## src/dm_dmi_pkg.sv

```systemverilog
package dm_dmi_pkg;

	// ==============================
	// dmi bus widths
	// ==============================
	localparam int dmi_addr_width = 7;
	localparam int dmi_data_width = 32;

	typedef logic [dmi_addr_width-1:0] dmi_addr_t;
	typedef logic [dmi_data_width-1:0] dmi_word_t;

	// ==============================
	// debug register map
	// ==============================
	localparam dmi_addr_t addr_data0        = 7'h04;
	localparam dmi_addr_t addr_dmcontrol    = 7'h10;
	localparam dmi_addr_t addr_dmstatus     = 7'h11;
	localparam dmi_addr_t addr_hartinfo     = 7'h12;
	localparam dmi_addr_t addr_haltsum      = 7'h13;
	localparam dmi_addr_t addr_abstractcs   = 7'h16;
	localparam dmi_addr_t addr_command      = 7'h17;
	localparam dmi_addr_t addr_abstractauto = 7'h18;
	localparam dmi_addr_t addr_progbuf0     = 7'h20;
	localparam dmi_addr_t addr_progbuf1     = 7'h21;

	// reset and fixed register contents
	localparam dmi_word_t data0_reset    = 32'hbabebabe;
	localparam dmi_word_t progbuf_reset  = 32'h00000013; // addi x0,x0,0
	localparam dmi_word_t unmapped_value = 32'hdeaddead;
	localparam dmi_word_t hartinfo_value = 32'h00011043; // dataaccess, datasize 1, dataaddr 0x043
	localparam logic [4:0] progbuf_count = 5'd2;
	localparam logic [4:0] data_count    = 5'd1;
	localparam logic [3:0] dm_version    = 4'd2;    // debug spec 0.13

	// dmcontrol fields
	localparam int dmctl_haltreq_bit   = 31;
	localparam int dmctl_resumereq_bit = 30;
	localparam int dmctl_hartsel_msb   = 25;
	localparam int dmctl_hartsel_lsb   = 16;
	localparam int dmctl_ndmreset_bit  = 1;
	localparam int dmctl_dmactive_bit  = 0;

	// abstractauto fields
	localparam int auto_data0_bit   = 0;
	localparam int auto_progbuf_lsb = 16; // progbuf1 sits one above

endpackage

```

## src/dm_hart_pkg.sv

```systemverilog
package dm_hart_pkg;

	// ==============================
	// hart side widths
	// ==============================
	localparam int xlen           = 32;
	localparam int gpr_addr_width = 5;
	localparam int csr_addr_width = 12;

	typedef logic [xlen-1:0]           xword_t;
	typedef logic [gpr_addr_width-1:0] gpr_addr_t;
	typedef logic [csr_addr_width-1:0] csr_addr_t;
	typedef logic [2:0]                csr_cmd_t;
	typedef logic [2:0]                cmderr_t;

	// csr file commands
	localparam csr_cmd_t csr_idle  = 3'h0;
	localparam csr_cmd_t csr_read  = 3'h4;
	localparam csr_cmd_t csr_write = 3'h5;

	// ==============================
	// abstract command word
	// ==============================
	localparam int cmdtype_msb   = 31;
	localparam int cmdtype_lsb   = 24;
	localparam int aarsize_msb   = 22;
	localparam int aarsize_lsb   = 20;
	localparam int postexec_bit  = 18;
	localparam int transfer_bit  = 17;
	localparam int write_bit     = 16;
	localparam int regno_msb     = 15;
	localparam int regno_lsb     = 0;
	localparam int regno_gpr_bit = 12; // gprs live at 0x1000..0x101f

	localparam logic [7:0] cmd_access_reg = 8'h00;
	localparam logic [2:0] size_32        = 3'd2;

	localparam cmderr_t cmderr_none    = 3'd0;
	localparam cmderr_t cmderr_notsupp = 3'd2;

	// command engine states
	typedef enum logic [2:0] {
		st_idle,
		st_decode,
		st_read,
		st_write,
		st_postexec,
		st_error_notsupp
	} cmd_state_t;

endpackage

```

## src/dm_cmd_if.sv

```systemverilog
`timescale 1ns/1ps

interface dm_cmd_if;
	import dm_hart_pkg::*;

	logic    start;        // launch pulse from register block
	xword_t  command;      // stored command word
	xword_t  data0;        // argument for writes
	logic    busy;         // engine not idle
	logic    result_valid; // load result into data0
	xword_t  result;
	logic    err_valid;    // load err_code into cmderr
	cmderr_t err_code;

	modport regs (
		output start, command, data0,
		input  busy, result_valid, result, err_valid, err_code
	);

	modport engine (
		input  start, command, data0,
		output busy, result_valid, result, err_valid, err_code
	);

endinterface

```

## src/dmi_transport.sv

```systemverilog
`timescale 1ns/1ps

module dmi_transport (
	input  logic                  clk,
	input  logic                  reset,
	input  logic                  dmi_en,
	input  logic                  dmi_wen,
	input  dm_dmi_pkg::dmi_addr_t dmi_addr,
	input  dm_dmi_pkg::dmi_word_t dmi_wdata,
	output dm_dmi_pkg::dmi_word_t dmi_rdata,
	output logic                  wr_strobe,
	output logic                  rd_strobe,
	output dm_dmi_pkg::dmi_addr_t reg_addr,
	output dm_dmi_pkg::dmi_word_t reg_wdata,
	input  dm_dmi_pkg::dmi_word_t reg_rdata
);
	import dm_dmi_pkg::*;

	typedef enum logic [1:0] {
		dmi_idle,
		dmi_read,
		dmi_write,
		dmi_wait_end
	} dmi_state_t;

	dmi_state_t state, state_next;
	logic       en_sync1, en_sync2; // two stage enable sync
	logic       wen_r;
	dmi_addr_t  addr_r;
	dmi_word_t  wdata_r;

	// ==============================
	// enable sync and capture
	// ==============================
	always_ff @(posedge clk) begin
		if (reset) begin
			en_sync1 <= 1'b0;
			en_sync2 <= 1'b0;
			wen_r    <= 1'b0;
			state    <= dmi_idle;
		end else begin
			en_sync1 <= dmi_en;
			en_sync2 <= en_sync1;
			state    <= state_next;
			if (en_sync1)
				wen_r <= dmi_wen; // host holds wen stable while enabled
		end
	end

	// address and data only matter once en_sync2 qualifies them
	always_ff @(posedge clk) begin
		if (en_sync1) begin
			addr_r  <= dmi_addr;
			wdata_r <= dmi_wdata;
		end
	end

	// one access per enable pulse, then park until enable drops
	always_comb begin
		state_next = dmi_idle;
		case (state)
			dmi_idle:     state_next = !en_sync2 ? dmi_idle : (wen_r ? dmi_write : dmi_read);
			dmi_read:     state_next = dmi_wait_end;
			dmi_write:    state_next = dmi_wait_end;
			dmi_wait_end: state_next = en_sync2 ? dmi_wait_end : dmi_idle;
			default:      state_next = dmi_idle;
		endcase
	end

	assign rd_strobe = (state == dmi_read);
	assign wr_strobe = (state == dmi_write);
	assign reg_addr  = addr_r;
	assign reg_wdata = wdata_r;

	// read data lands at the end of the read state and holds until the next read
	always_ff @(posedge clk) begin
		if (rd_strobe)
			dmi_rdata <= reg_rdata;
	end

	// capture relies on the host keeping the request steady while enabled
	a_host_stable: assert property (@(posedge clk) disable iff (reset)
		(dmi_en && $past(dmi_en))
		|-> ($stable(dmi_wen) && $stable(dmi_addr) && $stable(dmi_wdata)));

endmodule

```

## src/dm_registers.sv

```systemverilog
`timescale 1ns/1ps

module dm_registers (
	input  logic                  clk,
	input  logic                  reset,
	input  logic                  wr_strobe,
	input  logic                  rd_strobe,
	input  dm_dmi_pkg::dmi_addr_t reg_addr,
	input  dm_dmi_pkg::dmi_word_t reg_wdata,
	output dm_dmi_pkg::dmi_word_t reg_rdata,
	input  logic                  hart_halted,
	input  logic                  hart_resumeack,
	output logic                  haltreq,
	output logic                  resumereq,
	dm_cmd_if.regs                cmd
);
	import dm_dmi_pkg::*;
	import dm_hart_pkg::*;

	// ==============================
	// register storage
	// ==============================
	dmi_word_t data0;
	dmi_word_t command;
	dmi_word_t dmcontrol;
	dmi_word_t abstractauto;
	dmi_word_t progbuf0;
	dmi_word_t progbuf1;
	cmderr_t   cmderr;
	logic      anyhalted;
	logic      anyrunning;

	logic      cs_wr;       // abstractcs write, clears cmderr
	logic      auto_hit;    // access to an autoexec-enabled register
	logic      nonexistent; // hartsel points past hart 0
	dmi_word_t dmstatus;
	dmi_word_t abstractcs;
	dmi_word_t dmcontrol_rd;

	assign cs_wr = wr_strobe && (reg_addr == addr_abstractcs);

	always_ff @(posedge clk) begin
		if (reset) begin
			data0        <= data0_reset;
			command      <= '0;
			dmcontrol    <= '0;
			abstractauto <= '0;
			progbuf0     <= progbuf_reset;
			progbuf1     <= progbuf_reset;
			cmderr       <= cmderr_none;
			anyhalted    <= 1'b0;
			anyrunning   <= 1'b1; // hart comes up running
		end else begin
			anyhalted  <= hart_halted;
			anyrunning <= !hart_halted;

			// drop haltreq once the hart is halted, unless the host writes dmcontrol now
			if (hart_halted && !wr_strobe)
				dmcontrol[dmctl_haltreq_bit] <= 1'b0;

			if (wr_strobe) begin
				case (reg_addr)
					addr_dmcontrol:    dmcontrol    <= reg_wdata;
					addr_command:      command      <= reg_wdata;
					addr_abstractauto: abstractauto <= reg_wdata;
					addr_progbuf0:     progbuf0     <= reg_wdata;
					addr_progbuf1:     progbuf1     <= reg_wdata;
					default:           ;
				endcase
			end

			// host write wins over an engine result in the same cycle
			if (wr_strobe && reg_addr == addr_data0)
				data0 <= reg_wdata;
			else if (cmd.result_valid)
				data0 <= cmd.result;

			if (cs_wr)
				cmderr <= cmderr_none; // write-to-clear
			else if (cmd.err_valid)
				cmderr <= cmd.err_code;
		end
	end

	// ==============================
	// command launch
	// ==============================
	always_comb begin
		case (reg_addr)
			addr_data0:    auto_hit = abstractauto[auto_data0_bit];
			addr_progbuf0: auto_hit = abstractauto[auto_progbuf_lsb];
			addr_progbuf1: auto_hit = abstractauto[auto_progbuf_lsb + 1];
			default:       auto_hit = 1'b0;
		endcase
	end

	assign cmd.start = (wr_strobe && reg_addr == addr_command)
		|| ((wr_strobe || rd_strobe) && auto_hit);
	assign cmd.command = command;
	assign cmd.data0   = data0;

	assign haltreq   = dmcontrol[dmctl_haltreq_bit];
	assign resumereq = dmcontrol[dmctl_resumereq_bit];

	// ==============================
	// read-back
	// ==============================
	assign nonexistent = |dmcontrol[dmctl_hartsel_msb:dmctl_hartsel_lsb];

	// single hart, so every all* flag mirrors its any* flag
	assign dmstatus = {9'h0, 1'b1, 4'h0,       // impebreak at 22, havereset clear
		hart_resumeack, hart_resumeack,
		nonexistent, nonexistent,
		2'b00,                                  // unavail
		anyrunning, anyrunning,
		anyhalted, anyhalted,
		1'b1, 1'b0, 1'b0, 1'b0,                 // authenticated, no devtree
		dm_version};

	assign abstractcs = {3'h0, progbuf_count, 11'h0, cmd.busy, 1'b0, cmderr,
		3'h0, data_count};

	assign dmcontrol_rd = {30'h0, dmcontrol[dmctl_ndmreset_bit],
		dmcontrol[dmctl_dmactive_bit]};

	always_comb begin
		case (reg_addr)
			addr_data0:        reg_rdata = data0;
			addr_dmcontrol:    reg_rdata = dmcontrol_rd;
			addr_dmstatus:     reg_rdata = dmstatus;
			addr_hartinfo:     reg_rdata = hartinfo_value;
			addr_haltsum:      reg_rdata = {31'h0, hart_halted};
			addr_abstractcs:   reg_rdata = abstractcs;
			addr_command:      reg_rdata = command;
			addr_abstractauto: reg_rdata = abstractauto;
			addr_progbuf0:     reg_rdata = progbuf0;
			addr_progbuf1:     reg_rdata = progbuf1;
			default:           reg_rdata = unmapped_value; // hawindow, devtreeaddr land here too
		endcase
	end

	// an engine error always leaves a nonzero cmderr behind
	a_cmderr_set: assert property (@(posedge clk) disable iff (reset)
		(cmd.err_valid && !cs_wr) |=> (cmderr != cmderr_none));

endmodule

```

## src/abstract_cmd_engine.sv

```systemverilog
`timescale 1ns/1ps

module abstract_cmd_engine (
	input  logic                   clk,
	input  logic                   reset,
	output logic                   regfile_wen,
	output dm_hart_pkg::gpr_addr_t regfile_addr,
	output dm_hart_pkg::xword_t    regfile_wd,
	input  dm_hart_pkg::xword_t    regfile_rd,
	output dm_hart_pkg::csr_addr_t csr_addr,
	output dm_hart_pkg::csr_cmd_t  csr_cmd,
	output dm_hart_pkg::xword_t    csr_wdata,
	input  dm_hart_pkg::xword_t    csr_rdata,
	output logic                   postexec_req,
	dm_cmd_if.engine               cmd
);
	import dm_hart_pkg::*;

	cmd_state_t  state, state_next;
	logic [7:0]  cmdtype;
	logic [2:0]  aarsize;
	logic        postexec;
	logic        transfer;
	logic        write;
	logic [15:0] regno;
	logic        gpr_sel; // gpr port when set, csr port otherwise

	// ==============================
	// command word fields
	// ==============================
	assign cmdtype  = cmd.command[cmdtype_msb:cmdtype_lsb];
	assign aarsize  = cmd.command[aarsize_msb:aarsize_lsb];
	assign postexec = cmd.command[postexec_bit];
	assign transfer = cmd.command[transfer_bit];
	assign write    = cmd.command[write_bit];
	assign regno    = cmd.command[regno_msb:regno_lsb];
	assign gpr_sel  = regno[regno_gpr_bit];

	always_ff @(posedge clk) begin
		if (reset)
			state <= st_idle;
		else
			state <= state_next;
	end

	always_comb begin
		state_next = st_idle;
		case (state)
			st_idle: state_next = cmd.start ? st_decode : st_idle; // start ignored unless idle
			st_decode: begin
				if (cmdtype != cmd_access_reg)
					state_next = st_idle;   // other command types silently dropped
				else if (!transfer)
					state_next = postexec ? st_postexec : st_idle;
				else if (aarsize != size_32)
					state_next = st_error_notsupp;
				else
					state_next = write ? st_write : st_read;
			end
			st_read, st_write: state_next = postexec ? st_postexec : st_idle;
			default:           state_next = st_idle; // postexec and error are single cycle
		endcase
	end

	// ==============================
	// hart ports
	// ==============================
	assign regfile_addr = regno[gpr_addr_width-1:0];
	assign csr_addr     = regno[csr_addr_width-1:0];
	assign regfile_wd   = cmd.data0;
	assign csr_wdata    = cmd.data0;
	assign regfile_wen  = (state == st_write) && gpr_sel;

	always_comb begin
		csr_cmd = csr_idle;
		if (state == st_read && !gpr_sel)
			csr_cmd = csr_read;
		else if (state == st_write && !gpr_sel)
			csr_cmd = csr_write;
	end

	assign postexec_req = (state == st_postexec);

	// results back to the register block
	assign cmd.busy         = (state != st_idle);
	assign cmd.result_valid = (state == st_read);
	assign cmd.result       = gpr_sel ? regfile_rd : csr_rdata; // read data is combinational
	assign cmd.err_valid    = (state == st_error_notsupp);
	assign cmd.err_code     = cmd.err_valid ? cmderr_notsupp : cmderr_none;

	// gpr accesses stay inside 0x1000..0x101f, the upper regno bits are not decoded
	a_gpr_range: assert property (@(posedge clk) disable iff (reset)
		((state == st_read || state == st_write) && gpr_sel)
		|-> (regno[regno_msb:gpr_addr_width] == 11'h080));

endmodule

```

## src/debug_module.sv

```systemverilog
`timescale 1ns/1ps

module debug_module (
	input  logic                   clk,
	input  logic                   reset,
	// dmi port
	input  logic                   dmi_en,
	input  logic                   dmi_wen,
	input  dm_dmi_pkg::dmi_addr_t  dmi_addr,
	input  dm_dmi_pkg::dmi_word_t  dmi_wdata,
	output dm_dmi_pkg::dmi_word_t  dmi_rdata,
	// gpr file
	output logic                   regfile_wen,
	output dm_hart_pkg::gpr_addr_t regfile_addr,
	output dm_hart_pkg::xword_t    regfile_wd,
	input  dm_hart_pkg::xword_t    regfile_rd,
	// csr file
	output dm_hart_pkg::csr_addr_t csr_addr,
	output dm_hart_pkg::csr_cmd_t  csr_cmd,
	output dm_hart_pkg::xword_t    csr_wdata,
	input  dm_hart_pkg::xword_t    csr_rdata,
	// run control
	input  logic                   hart_halted,
	input  logic                   hart_resumeack,
	output logic                   haltreq,
	output logic                   resumereq,
	output logic                   postexec_req
);
	import dm_dmi_pkg::*;

	logic      wr_strobe;
	logic      rd_strobe;
	dmi_addr_t reg_addr;
	dmi_word_t reg_wdata;
	dmi_word_t reg_rdata;

	dm_cmd_if cmd_bus (); // registers <-> command engine

	dmi_transport dmi_transport_inst (
		.clk       (clk),
		.reset     (reset),
		.dmi_en    (dmi_en),
		.dmi_wen   (dmi_wen),
		.dmi_addr  (dmi_addr),
		.dmi_wdata (dmi_wdata),
		.dmi_rdata (dmi_rdata),
		.wr_strobe (wr_strobe),
		.rd_strobe (rd_strobe),
		.reg_addr  (reg_addr),
		.reg_wdata (reg_wdata),
		.reg_rdata (reg_rdata)
	);

	dm_registers dm_registers_inst (
		.clk            (clk),
		.reset          (reset),
		.wr_strobe      (wr_strobe),
		.rd_strobe      (rd_strobe),
		.reg_addr       (reg_addr),
		.reg_wdata      (reg_wdata),
		.reg_rdata      (reg_rdata),
		.hart_halted    (hart_halted),
		.hart_resumeack (hart_resumeack),
		.haltreq        (haltreq),
		.resumereq      (resumereq),
		.cmd            (cmd_bus.regs)
	);

	abstract_cmd_engine abstract_cmd_engine_inst (
		.clk          (clk),
		.reset        (reset),
		.regfile_wen  (regfile_wen),
		.regfile_addr (regfile_addr),
		.regfile_wd   (regfile_wd),
		.regfile_rd   (regfile_rd),
		.csr_addr     (csr_addr),
		.csr_cmd      (csr_cmd),
		.csr_wdata    (csr_wdata),
		.csr_rdata    (csr_rdata),
		.postexec_req (postexec_req),
		.cmd          (cmd_bus.engine)
	);

endmodule

```

## config.mk

```make
export PLATFORM = sky130hd
export DESIGN_NAME = debug_module
export DESIGN_NICKNAME = d
export VERILOG_FILES = /design/src/dm_dmi_pkg.sv /design/src/dm_hart_pkg.sv /design/src/dm_cmd_if.sv /design/src/dmi_transport.sv /design/src/dm_registers.sv /design/src/abstract_cmd_engine.sv /design/src/debug_module.sv
export SDC_FILE = /design/constraint.sdc
export NUM_CORES = 1
export LEC_CHECK = 0
export BUFFER_PORTS_ARGS = -buffer_cell sky130_fd_sc_hd__buf_4
export CORE_MARGIN = 3
export CORE_UTILIZATION = 55
export DETAILED_ROUTE_END_ITERATION = 8
export GPL_TIMING_DRIVEN = 1
export PLACE_DENSITY = 0.8
export SLEW_MARGIN = 10
export SYNTH_ARGS = -nofsm -noshare
export SYNTH_HDL_FRONTEND = slang
export SYNTH_SLANG_ARGS = --single-unit
```

## constraint.sdc

```tcl
create_clock -name clk -period 2.3 [get_ports clk]
set_input_delay 0.46 -clock clk [delete_from_list [all_inputs] [get_ports clk]]
set_output_delay 0.46 -clock clk [all_outputs]
set_load 0.01 [all_outputs]
```

After elaboration in Yosys (flattened, before gate mapping)
Index checks and enable logic that the tools add are counted. W data, S select, Z words.

Bits in registers: 274. Input port bits: 109. Logic and storage cells: 85.

Equal/unequal tests: 19. Multiplexer cells: 21. Reduce and logical (&&, ||, !) cells: 27.

Operators with widths (number): $pmux W32 S10 (1); $mux W32 (5); $eq A7 B5 Y1 const B (7); $mux W3 (6); $eq A7 B6 Y1 const B (2); $reduce_and A2 Y1 (5); $reduce_or A10 Y1 (1); $pmux W3 S3 (1); $logic_and A1 B1 Y1 (8); $reduce_bool A8 Y1 (1); $eq A7 B3 Y1 const B (1); $eq A3 B2 Y1 const B (2); $eq A3 B3 Y1 const B (2); $mux W2 (3); $pmux W2 S3 (1); $reduce_or A2 Y1 (3); $eq A2 B2 Y1 const B (2); $eq A3 B1 Y1 const B (1); $logic_not A1 Y1 (3); $logic_not A3 Y1 (1); $mux W1 (3); $ne A3 B2 Y1 const B (1); $pmux W1 S3 (1); $reduce_bool A3 Y1 (1); 4 further kinds (5).

Longest topological paths before layout
Gate-level depths: netlist of run 1.

Depth after elaboration: 6. Gate-level depth with buffers: 9.

Hierarchy
A second synthesis of run 1 with hierarchy kept.

Cell total of the unflattened synthesis: 1270. Area total of the unflattened synthesis: 11730.0 µm².

Modules (own cells, without submodules): dm_registers (times used 1, cells each 1028, area each 8086.5 µm²); dmi_transport (times used 1, cells each 94, area each 2363.5 µm²); abstract_cmd_engine (times used 1, cells each 148, area each 1280.0 µm²).

Least setup slack after synthesis of run 1
No wires, ideal clock.

Path type: register to register. Start: register dmi_transport_inst.addr_r[3] (netlist: dmi_transport_inst.reg_addr[3]). End: register dmi_transport_inst.dmi_rdata[10], data pin. Arrival time: 1.776 ns. Required time: 2.024 ns. Slack: 0.247 ns. Cell stages (with the launch flop): 8. Clock period less this slack: 2.053 ns. Cells stage by stage: edfxtp_1 > buf_6 > or3_1 > buf_4 > nor3_4 > nand4b_2 > a21boi_1 > o2111ai_1.

Word-level cells in the longest chain between the ends: 2. Elaborated cells between the ends (all ways): 11. Those cells by class: eq/ne (10); mux (1).

Ends and longest elaborated chain: start: declaration (line dmi_transport.sv:29) `dmi_addr_t addr_r;`; start signal: assignment (line dmi_transport.sv:53) `addr_r <= dmi_addr;`; $eq A7 B6 Y1 (tied with other cells) (line dm_registers.sv:127) `case (reg_addr)`; $pmux W32 S10 (*) (line dm_registers.sv:127); net dm_registers_inst.reg_rdata[10] (line dm_registers.sv:10) `output dm_dmi_pkg::dmi_word_t reg_rdata,`; end signal: assignment (line dmi_transport.sv:78) `dmi_rdata <= reg_rdata;`; end: declaration (line dmi_transport.sv:10) `output dm_dmi_pkg::dmi_word_t dmi_rdata,`.

The timed path passes the listed nets; every way through them passes the cells marked *. A chain may end at the register's enable or synchronous reset.

Worst setup path in the final report of run 1
Start: register dmi_transport_inst.addr_r[6] (netlist: dmi_transport_inst.reg_addr[6]). End: register dmi_transport_inst.dmi_rdata[0], data pin.

The elaborated chain is that of the path after synthesis.

==> results of run 1 <==
-- registers in the layout, summed over array words and instances, names as in the netlist --
signal and flops:
abstract_cmd_engine_inst.state 3, dmi_transport_inst.en_sync2 1, dm_registers_inst.anyrunning 1, dm_registers_inst.cmderr 1, dm_registers_inst.dmcontrol 14, dmi_transport_inst.state 2
dmi_transport_inst.reg_wdata 32, dm_registers_inst.abstractauto 32, dmi_transport_inst.wen_r 1, dm_registers_inst.progbuf1 32, dm_registers_inst.anyhalted 1, dmi_transport_inst.dmi_rdata 32
dmi_transport_inst.en_sync1 1, dm_registers_inst.cmd.data0 32, dm_registers_inst.progbuf0 32, dmi_transport_inst.reg_addr 7, dm_registers_inst.cmd.command 32
-- cell type report --
cell class,count,area (um^2)
Tap cell,265,332
Sequential cell,256,5840
Timing Repair Buffer,291,2310
Clock inverter,12,113
Fill cell,1476,5790
Multi-Input combinational cell,770,4490
Clock buffer,36,835
Inverter,5,18.8
-- cell usage in the layout, fill, tap and decap left out, drive strengths merged, types with 3 or more instances in the layout --
cell type / Yosys / layout
a211o: 23 / 23
a211oi: 23 / 23
a21boi: 3 / 3
a21oi: 138 / 138
a222oi: 26 / 26
a22o: 5 / 5
a22oi: 29 / 29
and2: 9 / 9
and3: 3 / 3
buf: 91 / 291
clkbuf: 53 / 36
clkinv: 0 / 9
dfxtp: 185 / 185
edfxtp: 71 / 71
ha: 4 / 4
inv: 5 / 6
mux2i: 49 / 49
nand2: 302 / 302
nand2b: 4 / 4
nand3: 9 / 9
nand3b: 8 / 8
nand4: 5 / 5
nor2: 48 / 48
nor2b: 7 / 7
nor3: 11 / 11
nor4b: 3 / 3
o211ai: 24 / 24
o21ai: 8 / 8
-- worst max-delay path: stages (launching register included) --
cell      delay [ns]
edfxtp_1        0.45
buf_4           0.20
nor4b_4         0.39
o21ai_1         0.22
nand4b_4        0.23
and2_1          0.30
nand4_1         0.15
-- where the power goes --
| group | internal [uW] | switching (uW) | leakage, uW |
|---|---|---|---|
| Clock | 2760 | 1800 | 0.000475 |
| Combinational | 193 | 185 | 0.00249 |
| Sequential | 4680 | 67.1 | 0.00215 |
| Total | 7630 | 2050 | 0.00511 |
-- cells by family after synthesis --
| logic type | share of synthesized area |
|---|---|
| adders and majority gates | 0.00449 |
| AOI/OAI and AO/OA | 0.182 |
| muxes | 0.0450 |
| other | 0.000336 |
| and+or+nand+nor | 0.167 |
| xor gates and xnor gates | 0.000786 |
| buffers and inverters | 0.0770 |
| DFF | 0.523 |
-- what timing repair did --
item / CTS / global route
gates resized for setup: 0 / 6
setup buffers: 0 / 0
hold buffers: 0 / 0
endpoints found under the setup margin: 0 / 54
-- layer usage --
metal  part of all wire  track usage  vias to the layer above  wire, um
met3               0.11       0.0475                       89      3710
met2               0.47        0.502                      629     16400
met1               0.39        0.424                     4672     13600
met5                  0            0                        -         0
li1                   -            -                     4470         -
met4              0.030       0.0942                        0      1050
-- final timing paths --
check,from,to,slack (ns),cells after the start
hold reg to reg,dm_registers_inst.abstractauto[24],dm_registers_inst.abstractauto[24],0.45,2
setup reg to reg,dmi_transport_inst.reg_addr[6],dmi_transport_inst.dmi_rdata[0],0.08,6
setup / recovery,dmi_transport_inst.reg_addr[6],dmi_transport_inst.dmi_rdata[0],0.08,6
hold / removal,dmi_wdata[14],dmi_transport_inst.reg_wdata[14],0.10,1
-- through the flow --
stage          power, uW  std cells
2_1_floorplan       4960       1175
3_3_place_gp        5210       1587
3_5_place_dp        5210       1587
4_1_cts             9680       1635
5_1_grt             9910       1635
6_report            9680       1635
==> results list, run 1 <==
- Of all flip-flops after synthesis, the portion carrying an async set or reset was 0.
- Run status: finished, final reports clean
* Most frequent cell after synthesis: nand2_1
* Highest attainable clock frequency: 451 MHz
- Of all nets on the critical path, the largest fanout is 8.
- Flip-flop and latch count after synthesis: 256
- STA classifies the critical path startpoint as a register.
- Final clock skew: 0.00762 ns
* Unrepaired setup endpoints after global routing: true
- After legalization and detailed placement, the total HPWL measured 23300 um.
* Distinct cell type count after synthesis: 64
- In this run the mean area of a mapped cell was 9.49 um^2.
- Yosys printed 0 warnings.
- Number of nets in the layout: 1463
- Area growth from synthesis to layout: 24.9%
- Of all cell types, the one taking the most synthesized area is dfxtp_1.
- TritonCTS created 26 clock buffers.
* H-Tree Depth: 1
* RePlAce Congestion: 0.897
- Entering global routing, the biggest net connects 65 pins.
- Pin placement for this block handled 229 I/O pins.
- The smallest clock period supported by the final layout is computed as 2.22 ns.
- Average detailed-routed wire length per instance: 21.3 um
- Routed wire length: 34800 um
- The die is 148 um wide.
* Worst Path Arrival: 2.47 ns
- Netlist area before placement: 11200 um^2
* Core Area: 19700 um^2
* Row count: 51
- Once layout is done, the placed cells without fillers occupy 13900 um^2.
* CP required: 2.55 ns
* Final WS setup: 0.0845 ns
* Slew at the pin closest to its max-slew limit: 0.652 ns
* Min-delay worst type: input pin to register
- After clock tree synthesis, the clock-pin slew on the worst setup and hold paths is 0.07 ns.
- Die H: 148 um
- TritonCTS clock tree: done
- The tree is rooted in a clkbuf_16.
- The most used flip-flop cell after synthesis is dfxtp_1.
* Leftover overflow at the end of global routing: 0
- Clock latency of the later-clocked register in the worst-skew pair: 0.53 ns
- For this design, the sink count on the clock tree is 256.
- Number of failing hold endpoints at the final stage: 0
- The initial utilization of the core area, before any placement, comes to 0.566.
* Via count of the first global-routing pass: 9492
- Fraction of final layout cells sized beyond drive strength 1: 0.286
- Sequential-to-total area share from yosys stat: 0.523
- Pre-CTS worst setup slack: 0.0878 ns
- Count of buffers inserted at the top-level ports: 227
- At the end of the flow the core is filled with cells to 0.706.
* GRT Resource Usage Total: 0.307
* Routed vias: 9860
* Crit Path Class: register to register
* Buffer levels on the longest clock path: 3
- The floorplan step defined a die boundary enclosing 22000 um^2.
* # Max-Cap Violations: 0
- Cell types with the largest area share after synthesis: dfxtp_1 33%, edfxtp_1 19%, nand2_1 9.6%
* Static Leak: 0.00511 uW
- Worst hold slack: 0.102 ns
* Post-synthesis instance total: 1175
* Total negative slack: 0 ns
- Maximum resistive drop on vdd: 0.454 mV
* Number of DRC markers in iteration 0: 1260
- The number of max-slew violations in the final report is 0.
- Placed Area: 13000 um^2
* Type of element capturing the critical path: register
- Synthesized net count: 1288
- In this run the tightest slew margin relative to its limit is 0.561.
- By count the netlist is led by 284 x nand2_1, 185 x dfxtp_1, 117 x a21oi_1, 71 x edfxtp_1, 56 x buf_4.
- In this run, synthesis inferred 71 flip-flops with an integrated enable.
* Wire length of the first global-routing pass: 53500 um
- Pwr dens: 695 nW/um^2
- The share of synthesized area in the top cell type comes to 0.332.
* Number of antenna violations at the first check in global routing: 0
* Ant diodes: 0
- Dividing the final minimum period by the clock period gives 0.963.
- Pre-antenna DRT Iters: 9
- Using the TritonRoute via totals, the vias-per-cell ratio works out to 6.03.
- Final setup viols: 0
- Detail Route Antenna Nets: 0
* Total DRC errors in the routed layout: 0
(Power assumes the default switching activity.)
==> run 2, diff against run 1 <==
--- a/config.mk
+++ b/config.mk
@@ -5,13 +5,15 @@
 export SDC_FILE = /design/constraint.sdc
 export NUM_CORES = 1
 export LEC_CHECK = 0
+export ABC_AREA = 1
 export BUFFER_PORTS_ARGS = -buffer_cell sky130_fd_sc_hd__buf_4
 export CORE_MARGIN = 3
-export CORE_UTILIZATION = 55
+export CORE_UTILIZATION = 59
 export DETAILED_ROUTE_END_ITERATION = 8
 export GPL_TIMING_DRIVEN = 1
-export PLACE_DENSITY = 0.8
+export PLACE_DENSITY = 0.85
 export SLEW_MARGIN = 10
 export SYNTH_ARGS = -nofsm -noshare
 export SYNTH_HDL_FRONTEND = slang
 export SYNTH_SLANG_ARGS = --single-unit
+export TNS_END_PERCENT = 1
==> constraint.sdc (replaced) <==
create_clock -name clk -period 2.7 [get_ports clk]
set_input_delay 0.54 -clock clk [delete_from_list [all_inputs] [get_ports clk]]
set_output_delay 0.54 -clock clk [all_outputs]
set_load 0.01 [all_outputs]
==> run 2 against run 1 <==
Net effect:
- count of clock-buffer cells in the layout rose by 2
- die area fell by 6.9%
- cell area fell by 4.5%
- critical path type is now register to primary output
==> results list, run 2 <==
* Run status: finished, final reports clean
* Layout filler cell count: 1342 (-9.1%)
* Buffer levels on the longest clock path: 3 (unchanged)
- The kind of cell with the highest combined delay along the critical path is flip-flops.
- In the finished design, the share of the clock period the worst path needs comes to 0.924.
- The sequential cell area fraction in the yosys report came to 0.526 (+0.00236).
* Detail Route Antenna Nets: 0 (unchanged)
- Async S/R FF share, synth: 0 (unchanged)
* Unrepaired setup endpoints after global routing: false
- Leading post-synthesis cells by instance count: 200 x o21ai_0, 185 x dfxtp_1, 149 x nor2_1, 147 x nand2_1, 118 x a21oi_1
- Ranked by total cell area, the synthesized netlist is headed by dfxtp_1 33%, edfxtp_1 19%, o21ai_0 9.0%.
* Count of flip-flops with a built-in enable after synthesis: 71 (unchanged)
* Sequential share of power: 0.519 (+0.029)
- The critical path in this run is classified as register to primary output.
- Cell type of the slowest stage on the worst timing path: dfxtp_2
- Number of DRC markers in iteration 0: 1284 (+1.9%)
- Share of the synthesized area in the top cell type: 0.334 (+0.00150)
* Clock latency of the later-clocked register in the worst-skew pair: 0.52 ns (about the same)
- CTS Buf Count: 25 (-3.8%)
- Post-synthesis instance total: 1319 (+12%)
- The via count of the first global-routing pass came to 9334 (-1.7%).
- The worst path needs 2.49 ns of the cycle, external delays included.
* Yosys warning count: 0 (unchanged)
* Final clock skew: 0.0126 ns (+0.00494 ns)
* Ant diodes: 0 (unchanged)
- The via count came to 10100 (+2.1%).
* Critical path's largest stage delay: 0.71 ns (+0.26 ns)
- The placed wire-length estimate after detailed placement came to 22100 um (-5.1%).
- Static timing analysis puts the maximum clock frequency at 401 MHz.
* GRT Resource Usage Total: 0.311 (+0.00407)
- Hold_buf cts: 0 (unchanged)
* Placed Area: 12500 um^2 (-3.8%)
* Commonest non-fill, non-tap cell in the layout: buf_4
* Leftover overflow at the end of global routing: 0 (unchanged)
- Worst Path Arrival: 1.95 ns (-0.52 ns)
- TritonCTS built the clock tree.
* Netlist area before placement: 11100 um^2 (-0.45%)
- Worst rel slew slack: 0.361 (-0.200)
* Pwr dens: 585 nW/um^2 (-16%)
* Post-layout instance area: 13300 um^2 (-4.5%)
- Dpl cells: 1658 (+4.5%)
* Min-delay worst type: input pin to register
* Final count of pins violating max slew: 0 (unchanged)
- DR vias/cell: 5.90 (-2.1%)
- Most used cells in the layout excluding fill and tap cells: 240 x buf_4, 200 x o21ai_0, 183 x dfxtp_1
* Average detailed-routed wire length per instance: 19.2 um (-9.6%)
- The slew of the pin with the lowest slew margin is 0.957 ns (+0.305 ns).
- The number of setup violations in the final report was 0 (unchanged).
- The global-route wire length before repair came to 50400 um (-5.9%).
- The worst setup path is captured at a primary output.
- The biggest area contributor in the post-synthesis netlist is dfxtp_1.
- Count of buffers inserted at the top-level ports: 227 (unchanged)
- The total area of multi-input combinational cells came to 4030 um^2 (-10%).
* # Max-Cap Violations: 0 (unchanged)
- The net count after synthesis is 1432 (+11%).
- The number of placement rows came to 49 (-3.9%).
- Relative contribution of the clock network to total power: 0.442 (-0.029)
* Number of nets in the layout: 1571 (+7.4%)
- Walking the worst path, the cells encountered are clkinvlp_4, nor3_1, buf_4.
* Biggest fanout along the worst timing path: 15 (+7)
- The effective utilization at floorplan is 0.610 (+0.0441).
- The die area came to 20500 um^2 (-6.9%).
- Distinct cell type count after synthesis: 39 (-39%)
* Routed wire length: 32800 um (-5.8%)
- The overall die height is 143 um (-3.5%).
- The area occupied by registers is 5840 um^2 (unchanged).
- The horizontal die dimension was 143 um (-3.5%).
- Switching power summed over all nets: 1650 uW (-20%)
- Yosys instantiated no cell more often than o21ai_0.
- The area growth from synthesis to layout is 19.8%.
- Total DRC errors in the routed layout: 0 (unchanged)
* RePlAce Congestion: 0.936 (+4.3%)
- Maximum resistive drop on vdd: 0.477 mV (+5.1%)
- Library cell used as clock root buffer: clkbuf_16
- Flip-flop and latch count after synthesis: 256 (unchanged)
- The number of levels the H-tree was split into was 1 (unchanged).
- The number of detailed-route iterations in the first pass came to 6 (-3).
- The post-route setup TNS came to 0 ns (unchanged).
* CP required: 2.16 ns (-0.39 ns)
* Synthesized area divided by synthesized cell count: 8.42 um^2 (-11%)
* Post-route insts no fill: 1705 (+4.3%)
- The CTS clock-pin slew for the worst setup and hold paths is 0.06 ns (about the same).
- Buffers & Inverters on Critical Path: 2 (+1)
- The switching share of power was 0.212 (about the same).
* Fraction of final layout cells sized beyond drive strength 1: 0.220 (-0.0666)
- Among all flip-flop cells after synthesis, the most frequent one is dfxtp_1.
- The area inside the core boundary was 18200 um^2 (-7.7%).
- The pin count of the biggest net entering global routing came to 80 (+23%).
- The final hold slack was 0.187 ns (+0.0856 ns).
* Number of failing hold endpoints at the final stage: 0 (unchanged)
- The worst setup path is launched from a register.
* Cell-internal power: 6140 uW (-20%)
- The leakage component of the power is 0.00526 uW (+2.9%).
- The part of the total power dissipated in combinational logic is 0.038 (about the same).
- Ports: 229 (unchanged)
* Number of antenna violations at the first check in global routing: 0 (unchanged)
- The clock sink count came to 256 (unchanged).
## run 2: cell count changes in the layout (fill, tap and decap cells not counted), sizes merged, moves of 19 or more
| cell | before | now |
|---|---|---|
| a22oi | 29 | 0 |
| inv | 6 | 118 |
| nand3 | 9 | 71 |
| o21ai | 8 | 211 |
| a211o | 23 | 0 |
| buf | 291 | 244 |
| mux2i | 49 | 22 |
| o22ai | 1 | 23 |
| a222oi | 26 | 0 |
| nor2 | 48 | 158 |
| a21oi | 138 | 119 |
| a211oi | 23 | 1 |
| nand2 | 302 | 159 |
## run 2: through the flow
stage | worst slack (ns) | util | power, uW
finish | 0.206 | 0.731 | 7780
global route | 0.117 | 0.731 | 7980
CTS | 0.108 | 0.729 | 7790
detailed placement | 0.535 | 0.685 | 4420
global placement | 0.639 | 0.685 | 4410
floorplan | 1.10 | - | 4220
## run 2: logic make-up (layout without fill, tap and decap cells)
kind of cell,Yosys count,in the layout,synth area share
AOI/OAI and AO/OA,376,376,0.179
adders and majority gates,4,4,0.00451
buffers and inverters,251,408,0.112
DFF,256,256,0.526
muxes,22,22,0.0198
other,1,1,0.000338
and+or+nand+nor,409,409,0.159
## run 2: what timing repair did
action                     in CTS  in global routing
buffers inserted                0                  2
resized for setup               0                  1
setup endpoints to repair       0                  1
## run 2: area by class of cell
cell class | instances | area share
clock buffers | 38 | 0.0561
clock inverters | 7 | 0.00499
inverters | 119 | 0.0343
multi-input cells | 812 | 0.303
flip-flops and latches | 256 | 0.439
well taps | 229 | 0.0215
repair buffers | 244 | 0.141
## run 2: final timing paths
path	from	slack [ns]	endpoint	cells past startpoint
worst max-delay path	dm_registers_inst.cmd.command[12]	0.21	regfile_wen	3
worst min-delay path	dmi_wdata[14]	0.19	dmi_transport_inst.reg_wdata[14]	1
worst max register to register	dmi_transport_inst.reg_addr[0]	0.47	dm_registers_inst.cmd.data0[22]	9
worst min register to register	dm_registers_inst.progbuf1[5]	0.45	dm_registers_inst.progbuf1[5]	2
## run 2: power by group through the flow
stage	combinational (uW)	sequential [uW]	clock (uW)
3_3_place_gp	287	4120	0
6_report	298	4040	3440
5_1_grt	326	4040	3610
2_1_floorplan	114	4110	0
4_1_cts	295	4040	3460
3_5_place_dp	293	4120	0
## run 2: metal layers
metal  vias to the layer above  GRT usage  share of wire
met4                         0     0.0925          0.030
li1                       4651          -              -
met2                       709      0.478           0.45
met3                        83     0.0666           0.13
met1                      4622      0.445           0.39
met5                         -          0              0
==> run 3, diff against run 2 <==
--- a/config.mk
+++ b/config.mk
@@ -8,10 +8,10 @@
 export ABC_AREA = 1
 export BUFFER_PORTS_ARGS = -buffer_cell sky130_fd_sc_hd__buf_4
 export CORE_MARGIN = 3
-export CORE_UTILIZATION = 59
+export CORE_UTILIZATION = 55
 export DETAILED_ROUTE_END_ITERATION = 8
 export GPL_TIMING_DRIVEN = 1
-export PLACE_DENSITY = 0.85
+export PLACE_DENSITY = 0.8
 export SLEW_MARGIN = 10
 export SYNTH_ARGS = -nofsm -noshare
 export SYNTH_HDL_FRONTEND = slang
==> constraint.sdc (replaced) <==
create_clock -name clk -period 2.4 [get_ports clk]
set_input_delay 0.48 -clock clk [delete_from_list [all_inputs] [get_ports clk]]
set_output_delay 0.48 -clock clk [all_outputs]
set_load 0.01 [all_outputs]
==> run 3 against run 2 <==
Net effect:
- first-iteration DRC count down 9.2%
- core utilization down 3.6 points
- combinational power up 16%
- power up 21%
- wire length up 2.2%
- hold slack worse by 0.069 ns
- clock power up 31%
- count of clock-buffer cells in the layout up 11
- final cell count up 3.1%
- register-to-register slack worse by 0.27 ns
- largest power group unchanged
- die area up 7.0%
- largest cell class unchanged
- via count down 0.54%
==> results list, run 3 (synthesized netlist as in run 2, its figures left out) <==
* Clock latency of the later-clocked register in the worst-skew pair: 0.53 ns (about the same)
- The overall die height was 148 um (+3.4%).
* Unrepaired setup endpoints after global routing: false
* RePlAce Congestion: 0.904 (-3.3%)
- Final setup viols: 0 (unchanged)
* Critical path's largest stage delay: 0.90 ns (+0.19 ns)
- The final standard cell utilization of the core was 0.694 (-0.0363).
* Final clock skew: 0.00995 ns (-0.00261 ns)
* Maximum resistive drop on vdd: 0.472 mV (-1.2%)
* Min-delay worst type: input pin to register
- The number of antenna violations at the first check in global routing was 0 (unchanged).
- Fraction of final layout cells sized beyond drive strength 1: 0.228 (+0.00822)
- The placed wire-length estimate after detailed placement came to 22700 um (+2.9%).
* TritonCTS clock tree: done
- The tree is rooted in a clkbuf_16.
* Critical path launch point type: register
- The number of detailed-route iterations in the first pass is 7 (+1).
- Routed vias: 10000 (-0.54%)
- The number of port buffers is 227 (unchanged).
- Total negative slack: 0 ns (unchanged)
* Clock sink count: 256 (unchanged)
* Total power draw: 9390 uW (+21%)
- Cell type of the slowest stage on the worst timing path: a21oi_4
* Row count: 51 (+4.1%)
- Ports: 229 (unchanged)
* Clock-pin slew on the worst setup and hold paths: 0.06 ns (about the same)
- The number of max-slew violations in the final report is 0 (unchanged).
- Hold_buf cts: 0 (unchanged)
- The library cells used most frequently in the layout, excluding fill and tap cells, are 249 x buf_4, 200 x o21ai_0, 183 x dfxtp_1.
* Biggest fanout along the worst timing path: 32 (+17)
- Part of the cycle the worst path needs: 0.915
- Crit Path Class: register to register
- Series of cell instances along the critical path: inv_2, nand2_2, nor2_2, nand2_2, inv_4, a21oi_4, nand2_1, a21oi_1
- Wire length of the first global-routing pass: 51300 um (+1.9%)
* Buffers inserted during post-CTS setup optimization: 0 (unchanged)
- Leaving out fill and tap cells, the most frequent cell in the layout is buf_4.
- Area growth from synthesis to layout: 22.9%
* Routed wire length: 33500 um (+2.2%)
- The maximum number of buffers from clock root to sink was 3 (unchanged).
- Shortest clock period the worst path allows after layout: 2.20 ns
- The via count of the first global-routing pass is 9233 (-1.1%).
- Pwr dens: 689 nW/um^2 (+18%)
* Initial core utilization: 0.565 (-0.0448)
- The area inside the core boundary is 19700 um^2 (+7.9%).
- The detail-routed via count per cell came to 5.69 (-3.5%).
- The leakage component of the power is 0.00539 uW (+2.6%).
- The run finished with clean final reports.
* Number of DRC markers in iteration 0: 1166 (-9.2%)
* # Max-Cap Violations: 0 (unchanged)
* Number of failing hold endpoints at the final stage: 0 (unchanged)
* Pin count of the biggest net entering global routing: 65 (-19%)
- Ant diodes: 0 (unchanged)
* Leftover overflow at the end of global routing: 0 (unchanged)
* Die boundary width: 148 um (+3.4%)
* Detail Route Antenna Nets: 0 (unchanged)
- Worst Path Arrival: 2.66 ns (+0.71 ns)
* GRT Resource Usage Total: 0.293 (-0.0184)
- Type of element capturing the critical path: register
- The relative slew slack came to 0.269 (-0.0920).
* CP required: 2.86 ns (+0.70 ns)
* H-Tree Depth: 1 (unchanged)
* Average detailed-routed wire length per instance: 19.0 um (-0.92%)
- Number of nets in the layout: 1584 (+0.83%)
- Die area: 21900 um^2 (+7.0%)
- The TritonCTS buffer count was 28 (+12%).
- Final WS setup: 0.203 ns (-0.00238 ns)
- For this run, the top clock speed supported by timing is 455 MHz.
* Total DRC errors in the routed layout: 0 (unchanged)
- Pre-CTS worst setup slack: 0.199 ns (-0.336 ns)
- In this design, the critical path's most frequently occurring cell is nand2_2.
- Slew at the pin closest to its max-slew limit: 1.09 ns (+0.137 ns)
## run 3: changes by cell type in the layout (fill, tap and decap cells not counted), sizes merged
| cell | before | now |
|---|---|---|
| inv | 118 | 119 |
| buf | 244 | 254 |
| clkbuf | 38 | 49 |
| clkinv | 5 | 3 |
| bufinv | 1 | 0 |
| clkinvlp | 2 | 0 |
## run 3: worst paths after layout
kind / from / to / slack (ns) / depth (start not counted)
min: dmi_wdata[17] / dmi_transport_inst.reg_wdata[17] / 0.12 / 1
max: dmi_transport_inst.reg_addr[0] / dm_registers_inst.cmd.data0[6] / 0.20 / 8
min reg2reg: dm_registers_inst.progbuf1[12] / dm_registers_inst.progbuf1[12] / 0.45 / 2
max reg2reg: dmi_transport_inst.reg_addr[0] / dm_registers_inst.cmd.data0[6] / 0.20 / 8
## run 3: metrics by stage
| step | area (um^2) | instances | hold slack [ns] |
|---|---|---|---|
| 6_report | 13600 | 1758 | 0.118 |
| 3_5_place_dp | 12600 | 1706 | 0.437 |
| 2_1_floorplan | 11100 | 1319 | 0.425 |
| 5_1_grt | 13600 | 1758 | 0.102 |
| 3_3_place_gp | 12600 | 1706 | 0.431 |
| 4_1_cts | 13600 | 1758 | 0.109 |
## run 3: final cells by class
class	instances	area [um^2]
fill	1592	6010
timing repair buffer	254	1970
tap	265	332
clock buffer	49	987
inverter	119	453
clock inverter	3	21.3
multi-input combinational	812	4040
sequential	256	5840
## run 3: per-layer routing
metal  global-route usage  up-vias  routed length, um
met1                0.423     4671              13600
met3               0.0631       77               3780
li1                     -     4677                  -
met4               0.0744        0                741
met2                0.452      586              15300
met5                    0        -                  0
## run 3: critical path: cells and delay by family, from the launching register on
kind | cells | cell delay, ns
AOI/OAI and AO/OA | 2 | 1.10
DFF | 1 | 0.40
buffers and inverters | 2 | 0.20
and+or+nand+nor | 4 | 0.42
## run 3: what timing repair did
action                                  CTS  global route
resized for setup                         0             2
hold endpoints to repair                  0             0
endpoints found under the setup margin    0             4
## run 3: report_power, final
| part | leakage (uW) | switching [uW] | total (uW) | internal (uW) |
|---|---|---|---|---|
| clock network | 0.000499 | 1710 | 4500 | 2790 |
| logic | 0.00276 | 172 | 347 | 175 |
| registers | 0.00213 | 61.8 | 4550 | 4490 |
| total | 0.00539 | 1940 | 9390 | 7450 |
